`config.mk`:
```
export PLATFORM = sky130hd
export DESIGN_NAME = riscv_core
export DESIGN_NICKNAME = d
export VERILOG_FILES = /design/src/design/riscv_pkg.sv /design/src/design/riscv_core.sv /design/src/design/multicycle_control.sv /design/src/design/multicycle_datapath.sv /design/src/design/instruction_decoder.sv /design/src/design/regfile.sv /design/src/design/alu.sv
export VERILOG_INCLUDE_DIRS = /design/src /design/src/design
export SDC_FILE = /design/constraint.sdc
export NUM_CORES = 2
export LEC_CHECK = 0
export BUFFER_PORTS_ARGS = -buffer_cell sky130_fd_sc_hd__buf_2
export CAP_MARGIN = 20
export CORE_ASPECT_RATIO = 1.1
export CORE_UTILIZATION = 69
export CTS_CLUSTER_DIAMETER = 120
export CTS_CLUSTER_SIZE = 25
export DETAILED_ROUTE_END_ITERATION = 12
export PLACE_DENSITY = 0.95
export SYNTH_ARGS = -nofsm -noshare
export SYNTH_HDL_FRONTEND = slang
export SYNTH_SLANG_ARGS = --single-unit
```
`constraint.sdc`:
```
create_clock -name clock -period 14.25 [get_ports clock]
set_clock_uncertainty 0.1 [all_clocks]
set_input_delay 0.7125 -clock clock [delete_from_list [all_inputs] [get_ports clock]]
set_output_delay 0.7125 -clock clock [all_outputs]
set_load 0.02 [all_outputs]
```
`src/design/riscv_config.svh`:
```
/*
 * Build-time constants for the RV32I core: reset vector and data width.
 * Include in any design file that needs them.
 */

`ifndef RISCV_CONFIG_SVH
`define RISCV_CONFIG_SVH

// first fetch address after reset
`define INITIAL_PC 32'h0000_0000

// register and data width
`define XLEN 32

`endif
```
`src/design/riscv_pkg.sv`:
```
/*
 * Types shared by the control and datapath of the multicycle RV32I core.
 */

`default_nettype none

package riscv_pkg;

    typedef enum logic [6:0] {
        OPCODE_LUI    = 7'b0110111,
        OPCODE_AUIPC  = 7'b0010111,
        OPCODE_JAL    = 7'b1101111,
        OPCODE_JALR   = 7'b1100111,
        OPCODE_BRANCH = 7'b1100011,
        OPCODE_LOAD   = 7'b0000011,
        OPCODE_STORE  = 7'b0100011,
        OPCODE_OP_IMM = 7'b0010011,
        OPCODE_OP     = 7'b0110011
    } opcode_t;

    typedef enum logic [4:0] {
        ALU_ADD  = 5'd0,
        ALU_SUB  = 5'd1,
        ALU_SLL  = 5'd2,
        ALU_SLT  = 5'd3,
        ALU_SLTU = 5'd4,
        ALU_XOR  = 5'd5,
        ALU_SRL  = 5'd6,
        ALU_SRA  = 5'd7,
        ALU_OR   = 5'd8,
        ALU_AND  = 5'd9
    } alu_function_t;

    typedef enum logic [1:0] {
        A_RS1     = 2'd0,
        A_PC      = 2'd1,
        A_LAST_PC = 2'd2,
        A_ZERO    = 2'd3
    } operand_a_sel_t;

    typedef enum logic [1:0] {
        B_RS2  = 2'd0,
        B_IMM  = 2'd1,
        B_FOUR = 2'd2
    } operand_b_sel_t;

    typedef enum logic [1:0] {
        NEXT_PC_ALU_RESULT = 2'd0,
        NEXT_PC_ALU_OUT    = 2'd1
    } next_pc_sel_t;

    typedef enum logic [1:0] {
        WB_ALU_OUT = 2'd0,
        WB_DATA    = 2'd1,
        WB_IMM     = 2'd2
    } writeback_sel_t;

    typedef struct packed {
        opcode_t    opcode;
        logic [2:0] funct3;
        logic [6:0] funct7;
        logic [4:0] rd;
        logic [4:0] rs1;
        logic [4:0] rs2;
    } inst_fields_t;

    typedef struct packed {
        alu_function_t  alu_function;
        operand_a_sel_t operand_a_sel;
        operand_b_sel_t operand_b_sel;
        next_pc_sel_t   next_pc_sel;
        writeback_sel_t writeback_sel;
        logic           pc_write_enable;
        logic           last_pc_write_enable;
        logic           alu_out_write_enable;
        logic           inst_write_enable;
        logic           data_write_enable;
        logic           regfile_write_enable;
        logic           inst_or_data;
    } datapath_control_t;

    typedef struct packed {
        inst_fields_t fields;
        logic         alu_result_equal_zero;
    } datapath_status_t;

endpackage

`default_nettype wire

```
`src/design/riscv_core.sv`:
```
/*
 * Top of the multicycle RV32I core. Connects control and datapath to a
 * single memory port with combinational read and a write strobe.
 */

`default_nettype none

module riscv_core import riscv_pkg::*; (
    input  logic        clock,
    input  logic        reset,
    input  logic [31:0] mem_read_data,
    output logic [31:0] mem_address,
    output logic [31:0] mem_write_data,
    output logic        mem_write_enable
);

    datapath_control_t control;
    datapath_status_t  status;

    multicycle_datapath multicycle_datapath (
        .clock          (clock),
        .reset          (reset),
        .control        (control),
        .status         (status),
        .mem_read_data  (mem_read_data),
        .mem_address    (mem_address),
        .mem_write_data (mem_write_data)
    );

    multicycle_control multicycle_control (
        .clock            (clock),
        .reset            (reset),
        .status           (status),
        .control          (control),
        .mem_write_enable (mem_write_enable)
    );

endmodule

`default_nettype wire

```
`src/design/multicycle_control.sv`:
```
/*
 * Five-state FSM that sequences the multicycle datapath through fetch,
 * decode, execute, memory and writeback, and resolves branches.
 */

`default_nettype none

module multicycle_control import riscv_pkg::*; (
    input  logic              clock,
    input  logic              reset,
    input  datapath_status_t  status,
    output datapath_control_t control,
    output logic              mem_write_enable
);

    typedef enum logic [2:0] {
        FETCH,
        DECODE,
        EXECUTE,
        MEMORY,
        WRITEBACK
    } state_t;

    state_t        state;
    state_t        next_state;
    opcode_t       opcode;
    logic [2:0]    funct3;
    logic          funct7_bit5;
    alu_function_t arith_function;
    alu_function_t branch_function;
    logic          branch_taken;

    assign opcode      = status.fields.opcode;
    assign funct3      = status.fields.funct3;
    assign funct7_bit5 = status.fields.funct7[5];

    always_ff @(posedge clock) begin
        if (reset) begin
            state <= FETCH;
        end else begin
            state <= next_state;
        end
    end

    always_comb begin
        case (state)
            FETCH: next_state = DECODE;
            DECODE: begin
                case (opcode)
                    OPCODE_JAL,
                    OPCODE_LUI:    next_state = WRITEBACK;
                    OPCODE_AUIPC,
                    OPCODE_JALR,
                    OPCODE_BRANCH,
                    OPCODE_LOAD,
                    OPCODE_STORE,
                    OPCODE_OP_IMM,
                    OPCODE_OP:     next_state = EXECUTE;
                    // unsupported opcode acts as a nop
                    default:       next_state = FETCH;
                endcase
            end
            EXECUTE: begin
                case (opcode)
                    OPCODE_BRANCH: next_state = FETCH;
                    OPCODE_LOAD,
                    OPCODE_STORE:  next_state = MEMORY;
                    default:       next_state = WRITEBACK;
                endcase
            end
            MEMORY:  next_state = (opcode == OPCODE_LOAD) ? WRITEBACK : FETCH;
            default: next_state = FETCH;
        endcase
    end

    // sub only for register form, sra/srai both use funct7 bit 5
    always_comb begin
        case (funct3)
            3'b000:  arith_function = (opcode == OPCODE_OP && funct7_bit5) ? ALU_SUB : ALU_ADD;
            3'b001:  arith_function = ALU_SLL;
            3'b010:  arith_function = ALU_SLT;
            3'b011:  arith_function = ALU_SLTU;
            3'b100:  arith_function = ALU_XOR;
            3'b101:  arith_function = funct7_bit5 ? ALU_SRA : ALU_SRL;
            3'b110:  arith_function = ALU_OR;
            default: arith_function = ALU_AND;
        endcase
    end

    always_comb begin
        case (funct3[2:1])
            2'b10:   branch_function = ALU_SLT;
            2'b11:   branch_function = ALU_SLTU;
            default: branch_function = ALU_SUB;
        endcase
    end

    // eq tests on a zero difference, lt on a nonzero slt; funct3[0] negates
    assign branch_taken = (funct3[2] ? !status.alu_result_equal_zero
                                     : status.alu_result_equal_zero) ^ funct3[0];

    always_comb begin
        control.alu_function         = ALU_ADD;
        control.operand_a_sel        = A_RS1;
        control.operand_b_sel        = B_RS2;
        control.next_pc_sel          = NEXT_PC_ALU_RESULT;
        control.writeback_sel        = WB_ALU_OUT;
        control.pc_write_enable      = 1'b0;
        control.last_pc_write_enable = 1'b0;
        control.alu_out_write_enable = 1'b0;
        control.inst_write_enable    = 1'b0;
        control.data_write_enable    = 1'b0;
        control.regfile_write_enable = 1'b0;
        control.inst_or_data         = 1'b0;
        mem_write_enable             = 1'b0;

        case (state)
            FETCH: begin
                // pc+4 goes to pc and also to alu_out as the link value
                control.operand_a_sel        = A_PC;
                control.operand_b_sel        = B_FOUR;
                control.pc_write_enable      = 1'b1;
                control.last_pc_write_enable = 1'b1;
                control.inst_write_enable    = 1'b1;
                control.alu_out_write_enable = 1'b1;
            end
            DECODE: begin
                control.operand_a_sel = A_LAST_PC;
                control.operand_b_sel = B_IMM;
                // jumps keep the link from fetch
                control.alu_out_write_enable = !(opcode == OPCODE_JAL || opcode == OPCODE_JALR);
                control.pc_write_enable      = (opcode == OPCODE_JAL);
            end
            EXECUTE: begin
                control.alu_out_write_enable = 1'b1;
                case (opcode)
                    OPCODE_OP: begin
                        control.alu_function = arith_function;
                    end
                    OPCODE_OP_IMM: begin
                        control.alu_function  = arith_function;
                        control.operand_b_sel = B_IMM;
                    end
                    OPCODE_AUIPC: begin
                        control.operand_a_sel = A_LAST_PC;
                        control.operand_b_sel = B_IMM;
                    end
                    OPCODE_JALR: begin
                        control.operand_b_sel        = B_IMM;
                        control.alu_out_write_enable = 1'b0;
                        control.pc_write_enable      = 1'b1;
                    end
                    OPCODE_BRANCH: begin
                        control.alu_function         = branch_function;
                        control.next_pc_sel          = NEXT_PC_ALU_OUT;
                        control.alu_out_write_enable = 1'b0;
                        control.pc_write_enable      = branch_taken;
                    end
                    default: begin
                        // load/store effective address
                        control.operand_b_sel = B_IMM;
                    end
                endcase
            end
            MEMORY: begin
                control.inst_or_data      = 1'b1;
                control.data_write_enable = (opcode == OPCODE_LOAD);
                mem_write_enable          = (opcode == OPCODE_STORE);
            end
            default: begin
                control.regfile_write_enable = 1'b1;
                if (opcode == OPCODE_LUI) begin
                    control.writeback_sel = WB_IMM;
                end else if (opcode == OPCODE_LOAD) begin
                    control.writeback_sel = WB_DATA;
                end
            end
        endcase
    end

endmodule

`default_nettype wire

```
`src/design/multicycle_datapath.sv`:
```
/*
 * Datapath of the multicycle core: architectural and holding registers,
 * operand and next-PC selection, ALU and register file. Driven by the control.
 */

`default_nettype none

`include "riscv_config.svh"

module multicycle_datapath import riscv_pkg::*; (
    input  logic              clock,
    input  logic              reset,
    input  datapath_control_t control,
    output datapath_status_t  status,
    input  logic [`XLEN-1:0]  mem_read_data,
    output logic [`XLEN-1:0]  mem_address,
    output logic [`XLEN-1:0]  mem_write_data
);

    logic [`XLEN-1:0] pc;
    logic [`XLEN-1:0] last_pc;
    logic [`XLEN-1:0] inst;
    logic [`XLEN-1:0] data;
    logic [`XLEN-1:0] alu_out;
    logic [`XLEN-1:0] rs1_out;
    logic [`XLEN-1:0] rs2_out;

    logic [`XLEN-1:0] immediate;
    logic [`XLEN-1:0] alu_operand_a;
    logic [`XLEN-1:0] alu_operand_b;
    logic [`XLEN-1:0] alu_result;
    logic             alu_zero;
    logic [`XLEN-1:0] next_pc;
    logic [`XLEN-1:0] rd_data;
    logic [`XLEN-1:0] rs1_data;
    logic [`XLEN-1:0] rs2_data;
    inst_fields_t     inst_fields;

    always_ff @(posedge clock) begin
        if (reset) begin
            pc      <= `INITIAL_PC;
            last_pc <= `INITIAL_PC;
        end else begin
            if (control.pc_write_enable) begin
                pc <= next_pc;
            end
            if (control.last_pc_write_enable) begin
                last_pc <= pc;
            end
        end
    end

    // holding registers
    always_ff @(posedge clock) begin
        if (control.inst_write_enable) begin
            inst <= mem_read_data;
        end
        if (control.data_write_enable) begin
            data <= mem_read_data;
        end
        if (control.alu_out_write_enable) begin
            alu_out <= alu_result;
        end
        rs1_out <= rs1_data;
        rs2_out <= rs2_data;
    end

    always_comb begin
        case (control.operand_a_sel)
            A_RS1:     alu_operand_a = rs1_out;
            A_PC:      alu_operand_a = pc;
            A_LAST_PC: alu_operand_a = last_pc;
            default:   alu_operand_a = '0;
        endcase
    end

    always_comb begin
        case (control.operand_b_sel)
            B_RS2:   alu_operand_b = rs2_out;
            B_IMM:   alu_operand_b = immediate;
            default: alu_operand_b = 32'd4;
        endcase
    end

    // jalr needs bit 0 cleared, every other target is already even
    always_comb begin
        case (control.next_pc_sel)
            NEXT_PC_ALU_OUT: next_pc = {alu_out[`XLEN-1:1], 1'b0};
            default:         next_pc = {alu_result[`XLEN-1:1], 1'b0};
        endcase
    end

    always_comb begin
        case (control.writeback_sel)
            WB_DATA: rd_data = data;
            WB_IMM:  rd_data = immediate;
            default: rd_data = alu_out;
        endcase
    end

    assign mem_address    = control.inst_or_data ? alu_out : pc;
    assign mem_write_data = rs2_out;

    assign status = '{fields: inst_fields, alu_result_equal_zero: alu_zero};

    instruction_decoder instruction_decoder (
        .inst      (inst),
        .fields    (inst_fields),
        .immediate (immediate)
    );

    alu alu (
        .alu_function      (control.alu_function),
        .operand_a         (alu_operand_a),
        .operand_b         (alu_operand_b),
        .result            (alu_result),
        .result_equal_zero (alu_zero)
    );

    regfile regfile (
        .clock        (clock),
        .reset        (reset),
        .write_enable (control.regfile_write_enable),
        .rd_address   (inst_fields.rd),
        .rs1_address  (inst_fields.rs1),
        .rs2_address  (inst_fields.rs2),
        .rd_data      (rd_data),
        .rs1_data     (rs1_data),
        .rs2_data     (rs2_data)
    );

endmodule

`default_nettype wire

```
`src/design/instruction_decoder.sv`:
```
/*
 * Splits an RV32I instruction into its fields and forms the sign-extended
 * immediate, choosing the format from the instruction's own opcode.
 */

`default_nettype none

module instruction_decoder import riscv_pkg::*; (
    input  logic [31:0]  inst,
    output inst_fields_t fields,
    output logic [31:0]  immediate
);

    opcode_t opcode;

    assign opcode = opcode_t'(inst[6:0]);

    assign fields.opcode = opcode;
    assign fields.rd     = inst[11:7];
    assign fields.funct3 = inst[14:12];
    assign fields.rs1    = inst[19:15];
    assign fields.rs2    = inst[24:20];
    assign fields.funct7 = inst[31:25];

    always_comb begin
        case (opcode)
            // i-type
            OPCODE_JALR,
            OPCODE_LOAD,
            OPCODE_OP_IMM: begin
                immediate = {{21{inst[31]}}, inst[30:20]};
            end
            OPCODE_STORE: begin
                immediate = {{21{inst[31]}}, inst[30:25], inst[11:7]};
            end
            OPCODE_BRANCH: begin
                immediate = {{20{inst[31]}}, inst[7], inst[30:25], inst[11:8], 1'b0};
            end
            // u-type
            OPCODE_LUI,
            OPCODE_AUIPC: begin
                immediate = {inst[31:12], 12'b0};
            end
            OPCODE_JAL: begin
                immediate = {{12{inst[31]}}, inst[19:12], inst[20], inst[30:21], 1'b0};
            end
            default: begin
                immediate = '0;
            end
        endcase
    end

endmodule

`default_nettype wire

```
`src/design/regfile.sv`:
```
/*
 * 32-entry integer register file, two asynchronous reads and one clocked write.
 */

`default_nettype none

`include "riscv_config.svh"

module regfile (
    input  logic              clock,
    input  logic              reset,
    input  logic              write_enable,
    input  logic [4:0]        rd_address,
    input  logic [4:0]        rs1_address,
    input  logic [4:0]        rs2_address,
    input  logic [`XLEN-1:0]  rd_data,
    output logic [`XLEN-1:0]  rs1_data,
    output logic [`XLEN-1:0]  rs2_data
);

    logic [`XLEN-1:0] registers [32];

    // x0 is never written, so it reads back as zero
    always_ff @(posedge clock) begin
        if (reset) begin
            for (int i = 0; i < 32; i++) begin
                registers[i] <= '0;
            end
        end else if (write_enable && rd_address != 5'd0) begin
            registers[rd_address] <= rd_data;
        end
    end

    assign rs1_data = registers[rs1_address];
    assign rs2_data = registers[rs2_address];

endmodule

`default_nettype wire

```
`src/design/alu.sv`:
```
/*
 * Combinational RV32I ALU. The zero flag feeds branch decisions in the control.
 */

`default_nettype none

`include "riscv_config.svh"

module alu import riscv_pkg::*; (
    input  alu_function_t     alu_function,
    input  logic [`XLEN-1:0]  operand_a,
    input  logic [`XLEN-1:0]  operand_b,
    output logic [`XLEN-1:0]  result,
    output logic              result_equal_zero
);

    logic [4:0] shift_amount;

    // only the low five bits count for shifts
    assign shift_amount = operand_b[4:0];

    always_comb begin
        case (alu_function)
            ALU_ADD:  result = operand_a + operand_b;
            ALU_SUB:  result = operand_a - operand_b;
            ALU_SLL:  result = operand_a << shift_amount;
            ALU_SLT:  result = {{(`XLEN-1){1'b0}}, $signed(operand_a) < $signed(operand_b)};
            ALU_SLTU: result = {{(`XLEN-1){1'b0}}, operand_a < operand_b};
            ALU_XOR:  result = operand_a ^ operand_b;
            ALU_SRL:  result = operand_a >> shift_amount;
            ALU_SRA:  result = $unsigned($signed(operand_a) >>> shift_amount);
            ALU_OR:   result = operand_a | operand_b;
            ALU_AND:  result = operand_a & operand_b;
            default:  result = '0;
        endcase
    end

    assign result_equal_zero = (result == '0);

endmodule

`default_nettype wire

```
==> metrics.md, run 1 <==
| Metric | Value |
|---|---|
| CTS Sinks | 1249 |
| Commonest cells in the netlist | 1211 x nor2_1, 1120 x edfxtp_1, 646 x mux4_2 |
| Mapped Area | 71400 um2 |
| GRT Util Overall | 76.4% |
| Num CTS Buffers | 56 |
| Initial core utilization | 69.7% |
| Clock Path Buffers | 3 |
| Status | did not finish |
| CTS H-tree lvls | 2 |
| Die width | 309 um |
| Largest net degree at the start of global routing | 133 |
| First-pass GRT wire length | 543000 um |
| Yosys reg bits | 1249 |
| Cts hold-fix bufs | 0 |
| DP HPWL | 234000 um |
| Post-Synthesis Cells | 5711 |
| Vias in the first global route | 67.7k |
| Port bufs | 98 |
| CTS Root Cell | clkbuf_16 |
| Syn_area_per_cell | 12.5 um2 |
| Count leader, synth | nor2_1 |
| Overflow after GRT | 150 |
| Run Error | [ERROR GRT-0116] Global routing finished with congestion. Check the congestion regions in the DRC Viewer. |
| Area leader, netlist | edfxtp_1 |
| Sequential fraction of the synthesis area | 50.7% |
| Post-synth EDFFs | 1120 |
| I/O Pins | 99 |
| Library cells used by synthesis | 97 |
| Die Span Y | 339 um |
| Synth warn | 0 |
| Post-CTS setup buffers | 0 |
| Top cells by area, synth | edfxtp_1 47%, mux4_2 20%, nor2_1 6.4% |
| Share of the synthesized area in the top cell type | 47.1% |
| Routability cong. | 1.16 |
| Async set-reset flop share out of synthesis | 0% |
| Post_cts resized | 0 |
| Top FF cell, synth | edfxtp_1 |
| Stop stage | global routing (5_1_grt) |
| Placement row count | 123 |
-- cells by family after synthesis --
family | Yosys count | synth area share [%]
adders and majority gates | 103 | 1.83
other | 1 | 0.00525
buffers and inverters | 703 | 3.80
and+or+nand+nor | 1833 | 10.8
muxes | 821 | 23.0
DFF | 1249 | 50.7
xor gates and xnor gates | 9 | 0.110
AOI/OAI and AO/OA | 992 | 9.66
-- through the flow --
step / instances / utilization [%] / cell area (um2) / setup WS (ns)
detailed placement: 6864 / 71.7 / 73400 / 5.08
global placement: 6861 / 71.7 / 73400 / 5.31
CTS: 6969 / 73.4 / 75100 / 4.69
floorplan: 5742 / - / 71500 / 6.97
-- routing by layer --
layer | GRT overflow | track usage, %
met4 | 65 | 71.7
met2 | 69 | 90.0
met3 | 10 | 63.8
met5 | 0 | 32.2
met1 | 6 | 78.8
==> run 2: changes to the inputs <==
--- a/config.mk
+++ b/config.mk
@@ -8,12 +8,9 @@
 export LEC_CHECK = 0
 export BUFFER_PORTS_ARGS = -buffer_cell sky130_fd_sc_hd__buf_2
 export CAP_MARGIN = 20
-export CORE_ASPECT_RATIO = 1.1
-export CORE_UTILIZATION = 69
-export CTS_CLUSTER_DIAMETER = 120
-export CTS_CLUSTER_SIZE = 25
+export CORE_UTILIZATION = 40
 export DETAILED_ROUTE_END_ITERATION = 12
-export PLACE_DENSITY = 0.95
+export PLACE_DENSITY_LB_ADDON = 0.15
 export SYNTH_ARGS = -nofsm -noshare
 export SYNTH_HDL_FRONTEND = slang
 export SYNTH_SLANG_ARGS = --single-unit
==> run 2 against run 1 <==
The flow now finishes without violations. Area after synthesis stayed put. Synthesized cell count unchanged.
==> metrics.md, run 2 <==
| Metric | Value |
|---|---|
| Status | completed |
| Final net count | 5790 |
| Placed Instances | 7837 |
| Vias | 54.7k |
| Num CTS Buffers | 140 |
| Crit path launch type | register |
| Non-filler cells, final | 8118 |
| Max rail drop VDD | 0.000128 V |
| Layout cell share with drive strength beyond 1 | 24.9% |
| Worst EP required | 14.87 ns |
| WL/cell | 39.9 um |
| CP Capture Type | register |
| Library cells used by synthesis | 97 |
| Rel. slew slack | 17.3% |
| Number of stages on the worst hold path | 1 |
| Commonest cells after routing, fill and taps aside | 1208 x nor2_1, 1120 x edfxtp_1, 646 x mux4_2, 241 x nand2_1, 202 x buf_4 |
| CTS Sinks | 1249 |
| Vias in the first global route | 52.8k |
| Yosys reg bits | 1249 |
| Top cells by area, synth | edfxtp_1 47%, mux4_2 20%, nor2_1 6.4% |
| RSZ-0062 raised after global routing | false |
| Final setup fails | 0 |
| DP HPWL | 215000 um |
| Die width | 424 um |
| Fin. Hold Viols | 0 |
| Post_cts resized | 0 |
| Initial core utilization | 40.4% |
| Top FF cell, synth | edfxtp_1 |
| I/O Pins | 99 |
| Placement row count | 154 |
| Hold_sp | mem_read_data[16] |
| Syn_area_per_cell | 12.5 um2 |
| Core area | 177000 um2 |
| First-pass GRT wire length | 441000 um |
| Share of the synthesized area in the top cell type | 47.1% |
| Later-pin clock latency in the skew report | 0.81 ns |
| Count of pins over their slew limit | 0 |
| Synth warn | 0 |
| Async set-reset flop share out of synthesis | 0% |
| Port bufs | 98 |
| Max reg flops | 1024 |
| Full die area | 180000 um2 |
| Reg2reg end | multicycle_datapath.pc[23] |
| Area after DPL | 74900 um2 |
| Number of max-cap violations | 0 |
| Area delta synth->final | 11.5% |
| Post-Synthesis Cells | 5711 |
| Biggest cell delay along the critical path | 0.78 ns |
| Reg2reg setup slack | 4.60 ns |
| Routability cong. | 1.09 |
| Hold Path End | multicycle_datapath.inst[16] |
| Initial antenna violation count | 25 |
| Fmax | 0.104 GHz |
| Min Clock Period, post-route | 9.65 ns |
| CTS Root Cell | clkbuf_16 |
| Post-synth EDFFs | 1120 |
| CTS H-tree lvls | 4 |
| Crit share post-route | 67.7% |
| Crit path arrival time | 10.27 ns |
| Leak | 27.7 nW |
| Count leader, synth | nor2_1 |
| Clock Path Buffers | 3 |
| Power per cell area | 127 nW/um2 |
| DRT antenna net count | 0 |
| Post-CTS setup buffers | 0 |
| Die Span Y | 424 um |
| Area leader, netlist | edfxtp_1 |
| Final WL | 324000 um |
| Final TNS setup | 0 ns |
| Critical path's slowest cell | edfxtp_1 |
| Overflow after GRT | 0 |
| Largest net degree at the start of global routing | 139 |
| Commonest cells in the netlist | 1211 x nor2_1, 1120 x edfxtp_1, 646 x mux4_2 |
| FF-to-FF Start | multicycle_datapath.inst[5] |
| Sequential fraction of the synthesis area | 50.7% |
| Power, Total | 10.1 mW |
| Clock transition at the registers of the reported paths | 0.07 ns |
| Mapped Area | 71400 um2 |
| Slew @ Worst Pin | 1.21 ns |
| Most common cell after layout, fill and taps aside | nor2_1 |
| Hold Path Class | input port to register |
| Initial DRT Pass Iterations | 6 |
| Reg2Reg Depth | 26 |
| Setup CP Type | register to register |
| DRC | 0 |
| Crit-path max FO | 18 |
| Fin area | 79600 um2 |
| Reg with most FFs | multicycle_datapath.regfile.registers |
| Hold slack final | 0.0578 ns |
| Iter 0 DRT Violations | 7953 |
| CTS tree | built |
| GRT Util Overall | 35.5% |
| Vias/cell | 6.74 |
## run 2: cell counts after synthesis
No cell type changed its count.
## run 2: layer usage
metal  GRT usage [%]  part of all wire, %  up-vias
li1                -                    -    21800
met1            45.0                   37    28200
met2            54.4                   45     3766
met3            8.24                   10      939
met4            23.8                  8.0       10
met5               0                0.020        -
## run 2: kinds of logic after synthesis
group                    count (synthesis)  synth area share [%]
XOR/XNOR                                 9                 0.110
multiplexers                           821                  23.0
flip-flops                            1249                  50.7
other                                    1               0.00525
buffers and inverters                  703                  3.80
AO/OA/AOI/OAI                          992                  9.66
AND/OR/NAND/NOR                       1833                  10.8
adder cells (fa/ha/maj)                103                  1.83
## run 2: cell type report
class	instances	area (um2)
diodes	11	27.5
clock buffers	183	3810
clock inverters	73	746
fillers	16000	97100
inverters	148	557
multi-input cells	3790	33000
flip-flops and latches	1249	36200
well taps	2340	2930
repair buffers	324	2340
## run 2: what timing repair did
action,in CTS,in global routing
endpoints found under the setup margin,0,0
hold endpoints to repair,26,0
hold buffers,13,0
## run 2: worst max-delay path by stage
stage,startpoint,to,slack [ns],cells past startpoint
after detailed placement,multicycle_datapath.inst[5],multicycle_datapath.pc[23],4.90,22
after global routing,multicycle_datapath.inst[5],multicycle_datapath.pc[4],4.27,26
final,multicycle_datapath.inst[5],multicycle_datapath.pc[23],4.60,26
after CTS,multicycle_datapath.inst[5],multicycle_datapath.pc[14],4.82,22
after global placement,multicycle_datapath.inst[5],multicycle_datapath.pc[4],5.18,22
after floorplan,multicycle_datapath.inst[6],multicycle_datapath.pc[13],6.97,29
## run 2: stage by stage
stage	utilization [%]	setup slack [ns]
after floorplan	-	6.97
after global placement	42.4	5.18
after detailed placement	42.4	4.90
after CTS	45.0	4.82
after global routing	45.0	4.27
final	45.1	4.60
## run 2: power breakdown
group / switching, mW / internal [mW]
Clock: 1.60 / 2.04
Sequential: 0.263 / 4.17
Combinational: 1.32 / 0.689
## run 2: worst max-delay path: cells and delay by family (launching register included)
kind	cells	cell delay (ns)
fa+ha+maj	1	0.59
buf+inv	3	0.71
mux	1	0.23
simple gates	13	4.78
flops	1	0.78
compound gates	8	2.29
No activity file was read; power rests on OpenSTA's default activity.
